--- config.mk ---
export PLATFORM = sky130hd
export DESIGN_NAME = deflect_tree_top
export DESIGN_NICKNAME = d
export VERILOG_FILES = /design/src/hw/packet_pkg.sv /design/src/hw/route_pkg.sv /design/src/hw/deflect_tree_top.sv /design/src/hw/leaf_port.sv /design/src/hw/route_arbiter.sv /design/src/hw/tree_switch.sv
export VERILOG_INCLUDE_DIRS = /design/src /design/src/hw
export SDC_FILE = /design/constraint.sdc
export NUM_CORES = 1
export LEC_CHECK = 0
export BUFFER_PORTS_ARGS = -buffer_cell sky130_fd_sc_hd__buf_2
export CORE_MARGIN = 1.5
export CORE_UTILIZATION = 53
export CTS_CLUSTER_DIAMETER = 40
export CTS_CLUSTER_SIZE = 28
export DETAILED_ROUTE_END_ITERATION = 10
export PLACE_DENSITY_LB_ADDON = 0.25
export SYNTH_ARGS = -nofsm -noshare
export SYNTH_HDL_FRONTEND = slang
export SYNTH_HIERARCHICAL = 1
export SYNTH_SLANG_ARGS = --single-unit
export TNS_END_PERCENT = 20
--- constraint.sdc ---
create_clock -name clk -period 5.72 [get_ports clk]
set_clock_uncertainty 0.2 [all_clocks]
set_input_delay 1.144 -clock clk [delete_from_list [all_inputs] [get_ports clk]]
set_output_delay 1.144 -clock clk [all_outputs]
set_load 0.01 [all_outputs]
--- src/hw/tree_defines.svh ---
`ifndef TREE_DEFINES_SVH
`define TREE_DEFINES_SVH

// eight leaves, three tree levels above them
`define NUM_LEAVES 8
`define ADDR_W 3

// payload carries four bits more than the address
`define PAYLOAD_W (`ADDR_W + 4)

// valid bit, destination, payload from top to bottom
`define PACKET_W (1 + `ADDR_W + `PAYLOAD_W)
`define VALID_BIT (`PACKET_W - 1)

`endif

--- src/hw/packet_pkg.sv ---
`default_nettype none

`include "tree_defines.svh"

package packet_pkg;

	typedef logic [`ADDR_W-1:0] leaf_addr_t;
	typedef logic [`PAYLOAD_W-1:0] payload_t;
	typedef logic [`PACKET_W-1:0] packet_t;

	// all zero is an empty slot on a link
	localparam packet_t PKT_IDLE = '0;

	function automatic logic pkt_valid(packet_t pkt);
		return pkt[`VALID_BIT];
	endfunction

	function automatic leaf_addr_t pkt_dest(packet_t pkt);
		return pkt[`VALID_BIT-1 -: `ADDR_W];
	endfunction

	function automatic payload_t pkt_payload(packet_t pkt);
		return pkt[`PAYLOAD_W-1:0];
	endfunction

endpackage

`default_nettype wire

--- src/hw/route_pkg.sv ---
`default_nettype none

`include "tree_defines.svh"

package route_pkg;

	import packet_pkg::*;

	// wanted direction of a packet, or the input port feeding an output
	typedef enum logic [1:0] {
		DIR_VOID  = 2'b00,
		DIR_LEFT  = 2'b01,
		DIR_RIGHT = 2'b10,
		DIR_UP    = 2'b11
	} route_dir_t;

	// node_addr is right aligned and holds level bits
	function automatic route_dir_t route_decide(packet_t pkt, int level, leaf_addr_t node_addr);
		leaf_addr_t dest;
		leaf_addr_t prefix;
		dest = pkt_dest(pkt);
		// shifts out everything at level 0, so the root always sends down
		prefix = dest >> (`ADDR_W - level);
		if (!pkt_valid(pkt))
			return DIR_VOID;
		if (prefix != node_addr)
			return DIR_UP;
		// next address bit picks the subtree
		return dest[`ADDR_W-1-level] ? DIR_RIGHT : DIR_LEFT;
	endfunction

endpackage

`default_nettype wire

--- src/hw/deflect_tree_top.sv ---
`default_nettype none

`include "tree_defines.svh"

module deflect_tree_top
	import packet_pkg::*;
(
	input wire logic clk,
	input wire logic reset,
	input wire packet_t pe_pkt_i [`NUM_LEAVES],
	output packet_t pe_pkt_o [`NUM_LEAVES],
	output logic [`NUM_LEAVES-1:0] resend_o
);

	// dn_* runs from parent to child, up_* from child to parent
	packet_t dn_mid [2];
	packet_t up_mid [2];
	packet_t dn_bot [4];
	packet_t up_bot [4];
	packet_t dn_leaf [`NUM_LEAVES];
	packet_t up_leaf [`NUM_LEAVES];

	// root has no parent link
	tree_switch #(
		.level(0),
		.node_addr('0)
	) i_root (
		.clk(clk),
		.reset(reset),
		.l_pkt_i(up_mid[0]),
		.r_pkt_i(up_mid[1]),
		.u_pkt_i(PKT_IDLE),
		.l_pkt_o(dn_mid[0]),
		.r_pkt_o(dn_mid[1]),
		.u_pkt_o()
	);

	genvar n;
	generate
		for (n = 0; n < 2; n++) begin : g_mid
			tree_switch #(
				.level(1),
				.node_addr(leaf_addr_t'(n))
			) i_switch (
				.clk(clk),
				.reset(reset),
				.l_pkt_i(up_bot[2*n]),
				.r_pkt_i(up_bot[2*n+1]),
				.u_pkt_i(dn_mid[n]),
				.l_pkt_o(dn_bot[2*n]),
				.r_pkt_o(dn_bot[2*n+1]),
				.u_pkt_o(up_mid[n])
			);
		end

		// each bottom switch serves two neighbouring leaves
		for (n = 0; n < 4; n++) begin : g_bot
			tree_switch #(
				.level(2),
				.node_addr(leaf_addr_t'(n))
			) i_switch (
				.clk(clk),
				.reset(reset),
				.l_pkt_i(up_leaf[2*n]),
				.r_pkt_i(up_leaf[2*n+1]),
				.u_pkt_i(dn_bot[n]),
				.l_pkt_o(dn_leaf[2*n]),
				.r_pkt_o(dn_leaf[2*n+1]),
				.u_pkt_o(up_bot[n])
			);
		end

		for (n = 0; n < `NUM_LEAVES; n++) begin : g_leaf
			leaf_port #(
				.leaf_addr(leaf_addr_t'(n))
			) i_leaf_port (
				.clk(clk),
				.reset(reset),
				.bus_i(dn_leaf[n]),
				.pe_pkt_i(pe_pkt_i[n]),
				.bus_o(up_leaf[n]),
				.pe_pkt_o(pe_pkt_o[n]),
				.resend_o(resend_o[n])
			);
		end
	endgenerate

endmodule

`default_nettype wire

--- src/hw/leaf_port.sv ---
`default_nettype none

module leaf_port
	import packet_pkg::*;
#(
	parameter leaf_addr_t leaf_addr = '0
) (
	input wire logic clk,
	input wire logic reset,
	input wire packet_t bus_i,
	input wire packet_t pe_pkt_i,
	output packet_t bus_o,
	output packet_t pe_pkt_o,
	output logic resend_o
);

	logic accept;
	logic foreign;

	assign accept = pkt_valid(bus_i) && (pkt_dest(bus_i) == leaf_addr);
	assign foreign = pkt_valid(bus_i) && (pkt_dest(bus_i) != leaf_addr);

	// uplink is busy bouncing a deflected packet, PE must retry
	assign resend_o = foreign;

	always_ff @(posedge clk) begin
		if (reset) begin
			bus_o <= PKT_IDLE;
			pe_pkt_o <= PKT_IDLE;
		end else begin
			pe_pkt_o <= accept ? bus_i : PKT_IDLE;
			// no buffer here, a misdelivered packet goes straight back up
			bus_o <= foreign ? bus_i : pe_pkt_i;
		end
	end

endmodule

`default_nettype wire

--- src/hw/route_arbiter.sv ---
`default_nettype none

module route_arbiter
	import route_pkg::*;
#(
	parameter int level = 1
) (
	input wire route_dir_t d_l_i,
	input wire route_dir_t d_r_i,
	input wire route_dir_t d_u_i,
	output route_dir_t sel_l_o,
	output route_dir_t sel_r_o,
	output route_dir_t sel_u_o
);

	generate
		if (level == 0) begin : g_root
			// root has no parent, only the two downlinks are shared
			always_comb begin
				sel_l_o = DIR_VOID;
				sel_r_o = DIR_VOID;
				sel_u_o = DIR_VOID;
				if (d_l_i == DIR_LEFT)
					sel_l_o = DIR_LEFT;
				if (d_r_i == DIR_RIGHT)
					sel_r_o = DIR_RIGHT;
				if (d_r_i == DIR_LEFT) begin
					// right packet crosses over, or bounces back if left is taken
					if (sel_l_o == DIR_VOID)
						sel_l_o = DIR_RIGHT;
					else
						sel_r_o = DIR_RIGHT;
				end
				if (d_l_i == DIR_RIGHT) begin
					if (sel_r_o == DIR_VOID)
						sel_r_o = DIR_LEFT;
					else
						sel_l_o = DIR_LEFT;
				end
			end
		end else begin : g_inner
			always_comb begin
				sel_l_o = DIR_VOID;
				sel_r_o = DIR_VOID;
				sel_u_o = DIR_VOID;

				// turnback packets go straight back where they came from
				if (d_l_i == DIR_LEFT)
					sel_l_o = DIR_LEFT;
				if (d_r_i == DIR_RIGHT)
					sel_r_o = DIR_RIGHT;
				if (d_u_i == DIR_UP)
					sel_u_o = DIR_UP;

				// downlink from the parent, pushed back up when blocked
				if (d_u_i == DIR_LEFT) begin
					if (sel_l_o == DIR_VOID)
						sel_l_o = DIR_UP;
					else
						sel_u_o = DIR_UP;
				end else if (d_u_i == DIR_RIGHT) begin
					if (sel_r_o == DIR_VOID)
						sel_r_o = DIR_UP;
					else
						sel_u_o = DIR_UP;
				end

				// left child packet, side link or uplink
				if (d_l_i == DIR_RIGHT) begin
					if (sel_r_o == DIR_VOID)
						sel_r_o = DIR_LEFT;
					else if (sel_u_o == DIR_VOID)
						sel_u_o = DIR_LEFT;
					else
						sel_l_o = DIR_LEFT;
				end else if (d_l_i == DIR_UP) begin
					if (sel_u_o == DIR_VOID)
						sel_u_o = DIR_LEFT;
					else if (sel_l_o == DIR_VOID)
						sel_l_o = DIR_LEFT;
					else
						sel_r_o = DIR_LEFT;
				end

				// right child packet takes whatever is still free
				if (d_r_i == DIR_LEFT) begin
					if (sel_l_o == DIR_VOID)
						sel_l_o = DIR_RIGHT;
					else if (sel_r_o == DIR_VOID)
						sel_r_o = DIR_RIGHT;
					else
						sel_u_o = DIR_RIGHT;
				end else if (d_r_i == DIR_UP) begin
					if (sel_u_o == DIR_VOID)
						sel_u_o = DIR_RIGHT;
					else if (sel_r_o == DIR_VOID)
						sel_r_o = DIR_RIGHT;
					else
						sel_l_o = DIR_RIGHT;
				end
			end
		end
	endgenerate

endmodule

`default_nettype wire

--- src/hw/tree_switch.sv ---
`default_nettype none

module tree_switch
	import packet_pkg::*;
	import route_pkg::*;
#(
	parameter int level = 0,
	parameter leaf_addr_t node_addr = '0
) (
	input wire logic clk,
	input wire logic reset,
	input wire packet_t l_pkt_i,
	input wire packet_t r_pkt_i,
	input wire packet_t u_pkt_i,
	output packet_t l_pkt_o,
	output packet_t r_pkt_o,
	output packet_t u_pkt_o
);

	route_dir_t d_l;
	route_dir_t d_r;
	route_dir_t d_u;
	route_dir_t sel_l;
	route_dir_t sel_r;
	route_dir_t sel_u;
	packet_t l_next;
	packet_t r_next;
	packet_t u_next;

	// output mux, a void select sends idle
	function automatic packet_t pick(route_dir_t sel, packet_t l, packet_t r, packet_t u);
		case (sel)
			DIR_LEFT: return l;
			DIR_RIGHT: return r;
			DIR_UP: return u;
			default: return PKT_IDLE;
		endcase
	endfunction

	assign d_l = route_decide(l_pkt_i, level, node_addr);
	assign d_r = route_decide(r_pkt_i, level, node_addr);
	assign d_u = route_decide(u_pkt_i, level, node_addr);

	route_arbiter #(
		.level(level)
	) i_route_arbiter (
		.d_l_i(d_l),
		.d_r_i(d_r),
		.d_u_i(d_u),
		.sel_l_o(sel_l),
		.sel_r_o(sel_r),
		.sel_u_o(sel_u)
	);

	assign l_next = pick(sel_l, l_pkt_i, r_pkt_i, u_pkt_i);
	assign r_next = pick(sel_r, l_pkt_i, r_pkt_i, u_pkt_i);
	assign u_next = pick(sel_u, l_pkt_i, r_pkt_i, u_pkt_i);

	// one hop per cycle
	always_ff @(posedge clk) begin
		if (reset) begin
			l_pkt_o <= PKT_IDLE;
			r_pkt_o <= PKT_IDLE;
			u_pkt_o <= PKT_IDLE;
		end else begin
			l_pkt_o <= l_next;
			r_pkt_o <= r_next;
			u_pkt_o <= u_next;
		end
	end

endmodule

`default_nettype wire

---- Word-level counts from Yosys, hierarchy flattened ----
Index checks and enable logic that the tools add are counted.
Widths: inputs -> output; s select.
word-level totals
  register bits after elaboration ......... 396
  bits of input ports ..................... 90
  output and inout port bits .............. 96
  word-level logic and storage cells ...... 688
cells by class
  equal/unequal tests ..................... 139
  muxes and demuxes ....................... 426
  bitwise operators ....................... 8
  reductions and logical operators ........ 79
operator list
  cell                number
  $mux 2              353
  $pmux 11 s3         18
  $eq 2x2->1 const B  76
  $logic_not 2->1     50
  $mux 11             8
  $eq 2x1->1 const B  40
  $mux 1              45
  $pmux 11 s2         2
  $logic_and 1x1->1   16
  $reduce_or 2->1     8
  $eq 3x3->1 const B  4
  $ne 2x2->1 const B  6
  $ne 3x3->1 const B  4
  $reduce_bool 3->1   4
  $not 1->1           8
  $eq 3x2->1 const B  2
  $ne 2x1->1 const B  3
  $ne 3x2->1 const B  2
  $eq 3x1->1 const B  1
  $logic_not 3->1     1
  $ne 3x1->1 const B  1

---- Logic depth before layout (Yosys ltp) ----
  depth after elaboration ................. 22
  depth in mapped cells ................... 10
  mapped depth without buffers ............ 7

---- By module ----
The synthesis kept the hierarchy.
modules (own cells, without submodules)
  module                                                  instances  cells each  area an instance (um^2)  seq. area each (um^2)
  tree_switch at g_bot[1].i_switch ...                    2          151         1541.5                   660.6
  tree_switch at g_mid[0].i_switch ...                    2          148         1522.7                   660.6
  leaf_port at g_leaf[3].i_leaf_port ...                  3          69          788.3                    440.4
  leaf_port at g_leaf[1].i_leaf_port ...                  2          71          769.5                    440.4
  tree_switch at g_bot[0].i_switch                        1          148         1526.5                   660.6
  tree_switch at g_bot[3].i_switch                        1          151         1526.5                   660.6
  tree_switch at i_root                                   1          145         1524.0                   660.6
  route_arbiter at g_bot[0].i_switch.i_route_arbiter ...  6          39          245.2                    0.0
  leaf_port at g_leaf[7].i_leaf_port                      1          72          772.0                    440.4
  leaf_port at g_leaf[4].i_leaf_port                      1          71          765.7                    440.4
  leaf_port at g_leaf[0].i_leaf_port                      1          67          690.7                    440.4
  route_arbiter at i_root.i_route_arbiter                 1          11          66.3                     0.0
  deflect_tree_top                                        1          1           3.8                      0.0

---- Worst setup path before layout ----
Ideal clock, no wire load.
  path kind ............................... flip-flop to flip-flop
  start point ............................. register g_leaf[2].i_leaf_port.bus_o[8]
  end point ............................... register g_bot[1].i_switch.l_pkt_o[7]
  setup time .............................. 0.123 ns
  arrival time ............................ 2.063 ns
  data required time ...................... 5.397 ns
  path slack .............................. 3.334 ns
  cell stages (with the launch flop) ...... 10
  buffers on the path ..................... 2
  period minus slack after synthesis ...... 2.386 ns
  path through ............................ dfxtp_1 nor2b_1 a21boi_0 buf_6 nand2b_1 nand2_1 a221oi_1 buf_6 mux2i_1 o22ai_1
between the ends
  cells in the longest elaborated chain, start to end .. 22
ends and longest elaborated chain
  item                                      RTL line             text
  start: declaration                        leaf_port.sv:12      output packet_t bus_o,
  start signal: assignment                  leaf_port.sv:33      bus_o <= foreign ? bus_i : pe_pkt_i;
  $ne 2x1->1 *                              route_pkg.sv:26      if (prefix != node_addr)
  $mux 1 (2 in series)                      route_pkg.sv:26
  $mux 2 *                                  route_pkg.sv:29      return dest[`ADDR_W-1-level] ? DIR_RIGHT : DIR_LEFT;
  $mux 2 *                                  route_pkg.sv:26
  net g_bot[1].i_switch.d_l[1]              tree_switch.sv:20    route_dir_t d_l;
  $eq 2x1->1                                route_arbiter.sv:48  if (d_l_i == DIR_LEFT)
  $mux 1                                    route_arbiter.sv:48
  $logic_not 2->1                           route_arbiter.sv:57  if (sel_l_o == DIR_VOID)
  [7 not listed]                            n/a
  $logic_not 2->1                           route_arbiter.sv:96  else if (sel_r_o == DIR_VOID)
  $mux 2                                    route_arbiter.sv:96
  $mux 2                                    route_arbiter.sv:94  if (sel_u_o == DIR_VOID)
  $mux 2                                    route_arbiter.sv:93  end else if (d_r_i == DIR_UP) begin
  $mux 2 *                                  route_arbiter.sv:86  if (d_r_i == DIR_LEFT) begin
  net g_bot[1].i_switch.sel_l[1]            tree_switch.sv:23    route_dir_t sel_l;
  $eq 2x2->1 or $eq 2x1->1 (tied branches)  tree_switch.sv:32    case (sel)
  $pmux 11 s3 *                             tree_switch.sv:32
  end signal: assignment                    tree_switch.sv:66    l_pkt_o <= l_next;
  end: declaration                          tree_switch.sv:15    output packet_t l_pkt_o,
The timed path passes the listed nets; every way through them passes the cells marked *. The select of a mux whose other input is x is not followed.
A chain may end at the register's enable or synchronous reset.

---- Worst setup path in the final report ----
  start point ............................. register i_root.r_pkt_o[8]
  end point ............................... register g_mid[1].i_switch.u_pkt_o[1]
between the ends
  cells in the longest elaborated chain, start to end .. 18
ends and longest elaborated chain
  item                                      RTL line                                  text
  start: declaration                        tree_switch.sv:16                         output packet_t r_pkt_o,
  start signal: assignment                  tree_switch.sv:67                         r_pkt_o <= r_next;
  $mux 2 * (2 in series)                    route_pkg.sv:29
  $mux 2 *                                  route_pkg.sv:26
  net g_mid[1].i_switch.d_u[1]              tree_switch.sv:22                         route_dir_t d_u;
  $eq 2x2->1                                route_arbiter.sv:52                       if (d_u_i == DIR_UP)
  $mux 2                                    route_arbiter.sv:52
  $mux 2                                    route_arbiter.sv:62                       if (sel_r_o == DIR_VOID)
  $mux 2                                    route_arbiter.sv:61                       end else if (d_u_i == DIR_RIGHT) begin
  $mux 2                                    route_arbiter.sv:56                       if (d_u_i == DIR_LEFT) begin
  [3 not listed]                            n/a
  $mux 2                                    route_arbiter.sv:69                       if (d_l_i == DIR_RIGHT) begin
  $logic_not 2->1 (on tied branches)        route_arbiter.sv:94, route_arbiter.sv:89
  $mux 2 (on tied branches)                 route_arbiter.sv:94, route_arbiter.sv:89
  $mux 2 (on tied branches)                 route_arbiter.sv:93, route_arbiter.sv:87
  $mux 2 *                                  route_arbiter.sv:86
  net g_mid[1].i_switch.sel_u[1]            tree_switch.sv:25                         route_dir_t sel_u;
  $eq 2x2->1 or $eq 2x1->1 (tied branches)  tree_switch.sv:32
  $pmux 11 s3 *                             tree_switch.sv:32
  end signal: assignment                    tree_switch.sv:68                         u_pkt_o <= u_next;
  end: declaration                          tree_switch.sv:17                         output packet_t u_pkt_o
The timed path passes the listed nets; every way through them passes the cells marked *.

==> results.json <==
{
  "htree_levels": 2,
  "fin_crit_ps": 3540,
  "synthCells": 1792,
  "io_buffers": 185,
  "wl_per_cell_um": 17.2,
  "finalHoldViolations": 0,
  "grt_pass1_wl_um": 66800,
  "first_pass_iters": 7,
  "cts_setup_buffers": 0,
  "stdcell_count": 2408,
  "gp_congestion": 0.874,
  "clk_latency_ps": 570,
  "ant_nets": 0,
  "cts.clk_slew.worst_paths_ps": 70,
  "drive_above_1_share": 0.178,
  "p_per_area_nw_per_um2": 338,
  "r2r_setup_slack_ps": 2180,
  "die_w_um": 186,
  "design_area_um2": 20300,
  "nets": 2015,
  "worstPathArrival_ps": 3710,
  "antenna_found_initial": 0,
  "drt_iter0_drc": 950,
  "num_rows": 66,
  "whs_endpoint": "g_leaf[6].i_leaf_port/pe_pkt_o[5]$_SDFF_PP0_",
  "cts.sinks": 396,
  "hold_buffers": 0,
  "cp-end-kind": "flop",
  "timing.rr.start": "i_root/r_pkt_o[8]$_SDFF_PP0_",
  "hold_depth": 1,
  "max_slew_margin": 0.120,
  "r2r_cells": 7,
  "cts-buffers-inserted": 49,
  "cts_resized": 0,
  "antenna_cells": 0,
  "clk_path_buf_depth": 3,
  "placed_area_um2": 18500,
  "drv_cap": 0,
  "io_pins": 186,
  "start_kind": "flop",
  "drc": 0,
  "n_fill_cell": 2763,
  "worst_slew_pin_slew_ps": 1320,
  "ys_warn_count": 6,
  "cts_tree": "yes",
  "dpl.hpwl_um": 29000,
  "hold_ws_ps": 262,
  "viasPerCell": 5.64,
  "netlist_area_um2": 17800,
  "setup_violations": 0,
  "die_h_um": 186,
  "grt_setup_unrepaired": "false",
  "critPathMaxFanout": 22,
  "status": "complete, no violations",
  "slew_viol_final": 0,
  "grt_max_degree": 103,
  "dieArea_um2": 34700,
  "area_growth_syn_to_layout_pct": 13.9,
  "syn_avg_cell_area_um2": 9.94,
  "numPlacedInstances": 2316,
  "coreArea_um2": 32800,
  "vdd_ir_drop_max_mv": 0.229,
  "finalCritPeriodShare": 0.618,
  "worstReg2RegEnd": "g_mid[1].i_switch/u_pkt_o[1]$_SDFF_PP0_",
  "crit_required_ps": 5890,
  "start_util": 0.543,
  "grt_remaining_overflow": 0,
  "critPathKind": "flop to flop",
  "cts_root_buffer": "clkbuf_16",
  "timing.setup.tns_ps": 0,
  "fmax_mhz": 283,
  "finish.utilization": 0.619,
  "track_usage": 0.230,
  "leakage_nw": 7.22,
  "vias": 13600,
  "wirelength_um": 41400,
  "hold_path_startpoint": "g_bot[3].i_switch/l_pkt_o[5]$_SDFF_PP0_",
  "hold_class": "flop to flop",
  "grt_pass1_vias": 13200
}
-- flip-flops by register name (all words and copies together), names as in the netlist --
name                         flops
i_root/l_pkt_o                  11
i_root/r_pkt_o                  11
g_mid.i_switch/u_pkt_o          22
g_leaf.i_leaf_port/pe_pkt_o     88
g_bot.i_switch/l_pkt_o          44
g_mid.i_switch/l_pkt_o          22
g_bot.i_switch/u_pkt_o          44
g_mid.i_switch/r_pkt_o          22
g_bot.i_switch/r_pkt_o          44
g_leaf.i_leaf_port/bus_o        88
-- where the power goes --
group	switching, mW	internal, mW	total, mW
clock network	1.35	1.85	3.20
logic	0.379	0.295	0.674
registers	0.111	2.87	2.98
-- worst max-delay path: stages (launching register included) --
cell and delay [ps]:
dfxtp_1 400, inv_1 60, a21boi_0 940, nor2_1 180, a32oi_1 300, o2111ai_2 730, a21oi_1 440, a211oi_1 90
-- final cells by class --
type | instances | area, µm² | area share
Clock buffer | 53 | 1280 | 0.0632
Clock inverter | 39 | 475 | 0.0234
Inverter | 34 | 128 | 0.00629
Multi-Input combinational cell | 1240 | 8830 | 0.435
Sequential cell | 396 | 7930 | 0.391
Tap cell | 442 | 553 | 0.0272
Timing Repair Buffer | 204 | 1100 | 0.0542
-- how the worst max path moves through the flow --
stage | from | end | slack (ps) | depth (start not counted)
2_1_floorplan | g_leaf[2].i_leaf_port/bus_o[8]$_SDFF_PP0_ | g_bot[1].i_switch/l_pkt_o[7]$_SDFF_PP0_ | 3330 | 9
3_3_place_gp | i_root/r_pkt_o[8]$_SDFF_PP0_ | g_mid[1].i_switch/u_pkt_o[1]$_SDFF_PP0_ | 2470 | 7
3_5_place_dp | i_root/r_pkt_o[8]$_SDFF_PP0_ | g_mid[1].i_switch/u_pkt_o[1]$_SDFF_PP0_ | 2260 | 7
4_1_cts | i_root/r_pkt_o[8]$_SDFF_PP0_ | g_mid[1].i_switch/u_pkt_o[1]$_SDFF_PP0_ | 2230 | 7
5_1_grt | i_root/r_pkt_o[8]$_SDFF_PP0_ | g_mid[1].i_switch/u_pkt_o[5]$_SDFF_PP0_ | 1870 | 7
6_report | i_root/r_pkt_o[8]$_SDFF_PP0_ | g_mid[1].i_switch/u_pkt_o[1]$_SDFF_PP0_ | 2180 | 7
-- per-layer routing --
metal / vias to the layer above / global-route usage / wire length [µm]
met5: - / 0 / 0
met4: 0 / 0.0725 / 1010
met3: 76 / 0.0299 / 1780
met2: 326 / 0.401 / 20400
met1: 6453 / 0.294 / 18300
li1: 6721 / - / -
-- placed cells by master (no fill, tap or decap), types with 9 or more instances in the layout --
master	n
dfxtp_1	396
mux2i_1	241
nand2b_1	190
buf_2	184
a21oi_1	147
o22ai_1	140
a211oi_1	80
nand2_1	59
and2_1	58
clkbuf_16	50
a21boi_0	36
conb_1	34
inv_1	33
nor2_1	27
nor2b_1	22
nand3_1	18
buf_4	17
o21a_1	15
inv_6	13
a21bo_2	13
a21o_1	12
nor4b_1	12
o21ai_0	10
clkinv_8	9
a22oi_1	9
nor3b_1	9
a31o_1	9
-- stage by stage --
stage / power [mW] / setup slack [ps]
CTS: 6.90 / 2230
floorplan: 3.58 / 3330
global placement: 3.69 / 2470
global route: 7.11 / 1870
finish: 6.85 / 2180
detailed placement: 3.70 / 2260
No activity file was read; power rests on OpenSTA's default activity.
